### config.mk
export PLATFORM = sky130hd
export DESIGN_NAME = writeback_unit
export DESIGN_NICKNAME = d
export VERILOG_FILES = /design/src/verilog/core_pkg.sv /design/src/verilog/writeback_unit.sv
export SDC_FILE = /design/constraint.sdc
export NUM_CORES = 1
export LEC_CHECK = 0
export BUFFER_PORTS_ARGS = -buffer_cell sky130_fd_sc_hd__buf_2
export CELL_PAD_IN_SITES_DETAIL_PLACEMENT = 1
export CELL_PAD_IN_SITES_GLOBAL_PLACEMENT = 2
export CORE_ASPECT_RATIO = 1.25
export CORE_MARGIN = 2
export CORE_UTILIZATION = 16
export CTS_CLUSTER_SIZE = 24
export DETAILED_ROUTE_END_ITERATION = 6
export GPL_TIMING_DRIVEN = 0
export PLACE_DENSITY = 0.85
export SLEW_MARGIN = 5
export SYNTH_ARGS = -nofsm -noshare
export SYNTH_HDL_FRONTEND = slang
export SYNTH_SLANG_ARGS = --single-unit
### constraint.sdc
create_clock -name clk -period 7 [get_ports clk]
set_input_delay 1.05 -clock clk [delete_from_list [all_inputs] [get_ports clk]]
set_output_delay 1.05 -clock clk [all_outputs]
set_load 0.05 [all_outputs]
### src/verilog/core_pkg.sv
`default_nettype none

package core_pkg;

    localparam int word_w     = 32;
    localparam int pc_w       = 32;
    localparam int reg_addr_w = 5;

    // Nine access kinds need a 4-bit code.
    typedef enum logic [3:0] {
        dm_none = 4'd0,
        dm_lb   = 4'd1,
        dm_lbu  = 4'd2,
        dm_lh   = 4'd3,
        dm_lhu  = 4'd4,
        dm_lw   = 4'd5,
        dm_sb   = 4'd6,
        dm_sh   = 4'd7,
        dm_sw   = 4'd8
    } dm_op_e;

    typedef enum logic [1:0] {
        wb_alu = 2'd0,                              // ALU result.
        wb_mem = 2'd1,                              // Load data.
        wb_pc4 = 2'd2                               // Link address.
    } wb_sel_e;

    // Syscall codes, as found in $v0.
    localparam logic [word_w-1:0] sys_print = 32'd1;
    localparam logic [word_w-1:0] sys_exit  = 32'd10;

endpackage

`default_nettype wire

### src/verilog/writeback_unit.sv
`timescale 1ns/1ps
`default_nettype none

module writeback_unit
    import core_pkg::*;
(
    input  logic                  clk,
    input  logic                  rst_n,
    input  logic                  en,
    input  logic [pc_w-1:0]       pc_4,
    input  logic                  rf_w_en_in,
    input  logic [reg_addr_w-1:0] rf_w_addr_in,
    input  logic [word_w-1:0]     alu_res,
    input  logic [word_w-1:0]     load_data,
    input  logic [word_w-1:0]     sys_arg,
    input  logic [word_w-1:0]     print_arg,
    input  wb_sel_e               wb_sel,
    input  logic                  syscall_en,
    output logic                  rf_w_en,
    output logic [reg_addr_w-1:0] rf_w_addr,
    output logic [word_w-1:0]     rf_w_data,
    output logic                  print_valid,
    output logic [word_w-1:0]     print_data,
    output logic                  halt
);

    logic [word_w-1:0] wb_value;
    logic              is_print;
    logic              is_exit;

    always_comb begin
        case (wb_sel)
            wb_mem:  wb_value = load_data;
            wb_pc4:  wb_value = pc_4;
            default: wb_value = alu_res;
        endcase
    end

    // $zero is hardwired.
    assign rf_w_en   = rf_w_en_in && (rf_w_addr_in != '0) && !halt;
    assign rf_w_addr = halt ? '0 : rf_w_addr_in;
    assign rf_w_data = halt ? '0 : wb_value;

    assign is_print = syscall_en && (sys_arg == sys_print) && !halt;
    assign is_exit  = syscall_en && (sys_arg == sys_exit);

    always_ff @(posedge clk or negedge rst_n) begin
        if (!rst_n) begin
            print_valid <= 1'b0;
            halt        <= 1'b0;
        end else if (en) begin
            print_valid <= is_print;                // One pulse per syscall.
            if (is_exit) begin
                halt <= 1'b1;                       // Sticky until reset.
            end
        end else begin
            print_valid <= 1'b0;
        end
    end

    always_ff @(posedge clk) begin
        if (en && is_print) begin
            print_data <= print_arg;
        end
    end

endmodule

`default_nettype wire
==> reports/summary.txt, run 1 <==
CTS tree -> built
H-tree Lvls -> 2
Synth top area cells -> edfxtp_1, a221oi_1, nor2b_1
Layout Utilization -> 0.299
Worst path arrival time -> 2.66 ns
Ys Warns -> 0
Gate power share -> 0.193
Clock Latency Late Sink -> 0.27 ns
Pint -> 0.000408 W
Antenna viol nets, final -> 0
Seq/Total Area, Yosys -> 0.523
Yosys top cell by area -> edfxtp_1
Hold_buf cts -> 0
Switching Share -> 0.218
Hpwl dp -> 7940 µm
Root Buffer -> clkbuf_16
CTS buffer count -> 5
GP Congestion -> 0.817
Total GRT Usage -> 0.132
Sequential power share -> 0.427
Number of nets in the layout -> 599
Initial DRT Pass Iterations -> 4
PwrDens -> 149 mW/mm²
Setup violations, final -> 0
Final WS setup -> 3.29 ns
Setup TNS -> 0 ns
Drt via density -> 4.34
Peak VDD IR -> 0.0000790 V
Diode count -> 0
Top Ports -> 244
Remaining DRCs -> 0
Clk network pwr share -> 0.381
Mapped Area -> 0.00193 mm²
CP Launch Type -> input port
#FFs+latches synth -> 34
Synth cell types -> 18
Mapped Cells -> 173
Die width -> 102 µm
Post-CTS Setup Bufs -> 0
R2R setup slack -> 4.60 ns
Die ar. -> 0.0130 mm²
Die H -> 127 µm
Share of cells above drive strength 1 -> 0.614
Vias -> 2541
Pwr Total -> 0.000522 W
Largest net degree at the start of global routing -> 14
Min cycle time layout -> 3.71 ns
DP Worst Slack -> 3.26 ns
Run status -> completed
Post-Route Skew -> 0.00552 ns
Antenna violations before repair -> 3
Final WL -> 9010 µm
Clock-pin slew on the worst setup and hold paths -> 0.05 ns
First-pass GRT wire length -> 13500 µm
Leakage -> 1.66 nW
Initial Util -> 0.165
Clock Tree Buf Depth -> 2
Period utilization -> 0.530
Syn nets -> 347
Vias in the first global route -> 2724
R2R Path Start -> halt$_DFFE_PN0P_
Cts repair resizes -> 0
Final Hold Vio Count -> 0
Area share of the largest cell type after synthesis -> 0.497
Max cap viols -> 0
Max Fclk -> 270 MHz
Net Switching -> 0.000114 W
Avg Inst Size Synth -> 11.2 µm²
Wire per inst -> 15.4 µm
WP data required -> 5.95 ns
Worst slew pin tran -> 0.732 ns
Reg-to-reg endpoint -> print_data[3]$_DFFE_PP_
CP max FO -> 10
Crit end category -> output pin
RSZ-0062 raised after global routing -> false
Pins Over Slew Limit -> 0
WS Path Type -> input port to output pin
Gr ovfl total -> 0
Hold_ws -> 0.554 ns
Clock Sinks -> 34
Row count -> 44
Hold Path Class -> input port to async pin
Slew margin rel. -> 0.509
Area Growth Syn to Fin -> 81.5%
1st-iter DRT viols -> 68
Port Buf Inserts -> 243
Depth of the most critical reg-to-reg path -> 4
Core ar. -> 0.0117 mm²
-- layout make-up --
cell class	instances	area, µm²
Multi-Input combinational cell	119	845
Tap cell	161	201
Fill cell	1438	8220
Inverter	3	11.3
Sequential cell	34	1010
Clock buffer	7	133
Buffer	17	70.1
Timing Repair Buffer	245	1230
-- registers in the layout (all words and copies together) (netlist names) --
signal,flops
print_data,32
halt,1
print_valid,1
-- worst max-delay path, stage by stage --
cell,delay (ns)
buf_2,0.09
inv_1,0.04
ha_1,0.26
buf_2,0.19
clkbuf_1,0.38
a221oi_1,0.11
nor3_1,0.22
buf_2,0.31
-- metal layers --
| layer | global-route usage | vias up | share of wire |
|---|---|---|---|
| met2 | 0.240 | 190 | 0.49 |
| met5 | 0 | - | 0.0054 |
| li1 | - | 1194 | - |
| met4 | 0.0502 | 6 | 0.019 |
| met1 | 0.141 | 1132 | 0.37 |
| met3 | 0.0413 | 19 | 0.11 |
-- synthesized netlist by cell type --
cell       n
inv_1      3
o311a_1    1
clkbuf_1  12
or3_1      1
nand2_1    1
a221oi_1  32
nor4_2     2
o41ai_2    1
buf_2      5
nor4b_2    2
dfrtp_1    2
ha_1       2
nor2b_1   37
nor3_1    34
or4b_1     1
nand4_1    2
edfxtp_1  32
nor4_1     3
-- logic make-up (layout without fill, tap and decap cells) --
logic type	after synthesis	after routing	synth area share
compound gates	34	34	0.159
fa+ha+maj	2	2	0.0130
buf+inv	20	272	0.0421
flops	34	34	0.523
simple gates	83	83	0.263
-- placed cells by master, fill, tap and decap left out --
cell type  netlist  layout
buf_2            5     248
nor2b_1         37      37
nor3_1          34      33
a221oi_1        32      32
edfxtp_1        32      32
clkbuf_1        12      14
clkbuf_16        0       5
inv_1            3       3
nor4_1           3       3
nor4b_2          2       2
nor4_2           2       2
nand4_1          2       2
ha_1             2       2
dfrtp_1          2       2
or4b_1           1       1
nor3_2           0       1
or3_1            1       1
o311a_1          1       1
nand2_1          1       1
o41ai_2          1       1
buf_6            0       1
buf_4            0       1
-- power groups by stage --
stage	clock network (W)	logic, W	registers, W
6_report	0.000199	0.000101	0.000223
3_5_place_dp	0	0.000102	0.000227
5_1_grt	0.000211	0.000114	0.000222
4_1_cts	0.000203	0.000102	0.000223
2_1_floorplan	0	0.0000410	0.000227
3_3_place_gp	0	0.0000979	0.000227
-- how the worst max path moves through the flow --
stage / start / end / slack [ns] / depth (start not counted)
floorplan: sys_arg[1] / print_data[0]$_DFFE_PP_ / 2.74 / 2
global placement: sys_arg[16] / print_data[0]$_DFFE_PP_ / 1.90 / 4
detailed placement: wb_sel[0] / rf_w_data[15] / 3.26 / 8
CTS: wb_sel[0] / rf_w_data[26] / 3.26 / 8
global route: wb_sel[0] / rf_w_data[26] / 3.11 / 8
finish: wb_sel[0] / rf_w_data[26] / 3.29 / 8
-- through the flow --
| step | std cells | instance area (µm²) |
|---|---|---|
| after floorplan | 173 | 1930 |
| after global placement | 577 | 3350 |
| after detailed placement | 579 | 3370 |
| after CTS | 586 | 3510 |
| after global routing | 586 | 3510 |
| final | 586 | 3510 |
Power figures use the tool's default switching activity.
==> run 2, diff against run 1 <==
--- a/config.mk
+++ b/config.mk
@@ -10,11 +10,11 @@
 export CELL_PAD_IN_SITES_GLOBAL_PLACEMENT = 2
 export CORE_ASPECT_RATIO = 1.25
 export CORE_MARGIN = 2
-export CORE_UTILIZATION = 16
+export CORE_UTILIZATION = 14
 export CTS_CLUSTER_SIZE = 24
 export DETAILED_ROUTE_END_ITERATION = 6
 export GPL_TIMING_DRIVEN = 0
-export PLACE_DENSITY = 0.85
+export PLACE_DENSITY = 0.79
 export SLEW_MARGIN = 5
 export SYNTH_ARGS = -nofsm -noshare
 export SYNTH_HDL_FRONTEND = slang
==> constraint.sdc (replaced) <==
create_clock -name clk -period 3.4 [get_ports clk]
set_input_delay 0.51 -clock clk [delete_from_list [all_inputs] [get_ports clk]]
set_output_delay 0.51 -clock clk [all_outputs]
set_load 0.05 [all_outputs]
==> reports/summary.txt, run 2 (same netlist as run 1, synthesis figures left out) <==
Most common cell after layout, fill and taps aside -> buf_2
Post-CTS Setup Bufs -> 0 (unchanged)
Die ar. -> 0.0148 mm² (+14%)
Hpwl dp -> 7630 µm (-4.0%)
Delay-heaviest family, CP -> buffers and inverters
CP Launch Type -> input port
Clock-pin slew on the worst setup and hold paths -> 0.05 ns (about the same)
Number of nets in the layout -> 598 (-0.17%)
RSZ-0062 raised after global routing -> false
Largest regs -> print_data: 32 flops, halt: 1 flops, print_valid: 1 flops
Die width -> 109 µm (+6.6%)
Area Growth Syn to Fin -> 83.4%
H-tree Lvls -> 2 (unchanged)
Antenna violations before repair -> 1 (-2)
Setup TNS -> 0 ns (unchanged)
WS Path Type -> input port to output pin
Placed insts -> 592 (+2.2%)
Crit end category -> output pin
Initial DRT Pass Iterations -> 4 (unchanged)
Pwr Total -> 0.00108 W (+110%)
Clock Sinks -> 34 (unchanged)
Slew margin rel. -> 0.498 (-0.0115)
Buffers & Inverters on Critical Path -> 5 (unchanged)
R2R setup slack -> 1.22 ns (-3.38 ns)
Final Hold Vio Count -> 0 (unchanged)
Port Buf Inserts -> 243 (unchanged)
Vias -> 2529 (-0.47%)
Fillers -> 1695 (+18%)
Wire per inst -> 14.3 µm (-6.8%)
Final WL -> 8600 µm (-4.6%)
First-pass GRT wire length -> 12800 µm (-5.2%)
Placed Area -> 0.00341 mm² (+0.96%)
CP max FO -> 10 (unchanged)
Cell Chain, Critical Path -> buf_2, inv_1, ha_1, buf_2, clkbuf_1, a221oi_1, nor3_1, buf_2
Hold_buf cts -> 0 (unchanged)
Worst-path cell with the longest stage delay -> clkbuf_1
Max cap viols -> 0 (unchanged)
Cts repair resizes -> 0 (unchanged)
Share of cells above drive strength 1 -> 0.614 (unchanged)
Core ar. -> 0.0136 mm² (+16%)
Depth of the most critical reg-to-reg path -> 3 (-1)
Period utilization -> 0.750
CTS tree -> built
Worst slew pin tran -> 0.751 ns (+0.0189 ns)
CTS buffer count -> 5 (unchanged)
Peak VDD IR -> 0.000253 V (+220%)
Run status -> completed
Max reg flops -> 32 (unchanged)
Diode count -> 0 (unchanged)
Pins Over Slew Limit -> 0 (unchanged)
Remaining DRCs -> 0 (unchanged)
WP data required -> 2.89 ns (-3.06 ns)
Register with the most flip-flops -> print_data
Total GRT Usage -> 0.111 (-0.0212)
Largest net degree at the start of global routing -> 20 (+6)
Die H -> 135 µm (+6.7%)
Antenna viol nets, final -> 0 (unchanged)
Design area -> 0.00354 mm² (+1.1%)
Max Fclk -> 392 MHz
GP Congestion -> 0.758 (-7.3%)
Hold Path Class -> input port to async pin
Worst path arrival time -> 2.04 ns (-0.62 ns)
Clock Latency Late Sink -> 0.27 ns (about the same)
Leakage -> 1.68 nW (+1.2%)
Reg-to-reg endpoint -> print_data[27]$_DFFE_PP_
Vias in the first global route -> 2660 (-2.3%)
Initial Util -> 0.142 (-0.0230)
Top Ports -> 244 (unchanged)
1st-iter DRT viols -> 47 (-31%)
PwrDens -> 305 mW/mm² (+100%)
Post-Route Skew -> 0.00115 ns (-0.00437 ns)
Cell count along the critical path -> 8 (unchanged)
Row count -> 48 (+9.1%)
Most common cell on crit path -> buf_2
R2R Path Start -> halt$_DFFE_PN0P_
Most frequent cells in the layout -> buf_2, nor2b_1, nor3_1
Setup violations, final -> 0 (unchanged)
Min cycle time layout -> 2.55 ns
Root Buffer -> clkbuf_16
CP max stage delay -> 0.38 ns (about the same)
Drt via density -> 4.22 (-2.8%)
Hold_ws -> 0.0162 ns (-0.538 ns)
Gr ovfl total -> 0 (unchanged)
Clock Tree Buf Depth -> 2 (unchanged)
Post-Layout Cell Count -> 600 (+2.4%)
run 2: cell count changes in the layout (fill, tap and decap cells not counted):
| cell | previous run | this run |
|---|---|---|
| clkinv_2 | 0 | 1 |
| buf_6 | 1 | 0 |
| nor3_2 | 1 | 0 |
| clkinv_1 | 0 | 1 |
| nor3_4 | 0 | 1 |
| clkbuf_1 | 14 | 13 |
| buf_16 | 0 | 1 |
| buf_4 | 1 | 0 |
run 2: final cells by class:
type	instances	area, µm²	share of cell area
Multi-Input combinational cell	119	851	0.240
Sequential cell	34	1010	0.285
Timing Repair Buffer	244	1240	0.351
Clock inverter	2	8.76	0.00247
Tap cell	175	219	0.0618
Inverter	3	11.3	0.00318
Buffer	17	70.1	0.0198
Clock buffer	6	129	0.0364
run 2: worst max-delay path by stage:
stage,from,end,slack [ns]
2_1_floorplan,halt$_DFFE_PN0P_,print_data[0]$_DFFE_PP_,0.53
3_3_place_gp,sys_arg[25],print_data[23]$_DFFE_PP_,-0.01
3_5_place_dp,wb_sel[0],rf_w_data[28],0.82
4_1_cts,wb_sel[0],rf_w_data[28],0.80
5_1_grt,wb_sel[0],rf_w_data[24],0.59
6_report,wb_sel[0],rf_w_data[12],0.85
run 2: per-stage QoR:
stage	setup WS [ns]	utilization
after global routing	0.594	0.260
after global placement	-0.0119	0.247
after CTS	0.801	0.260
final	0.852	0.260
after floorplan	0.535	-
after detailed placement	0.818	0.250
run 2: layer usage:
metal  vias up  GRT usage  share of wire
met5         -          0        0.00081
met4         2     0.0513          0.018
met3        12     0.0346           0.13
met2       181      0.205           0.51
met1      1143      0.112           0.35
li1       1191          -              -
run 2: report_power, final:
part	switching, W	internal, W
Combinational	0.0000918	0.000115
Sequential	0	0.000459
Clock	0.000148	0.000267
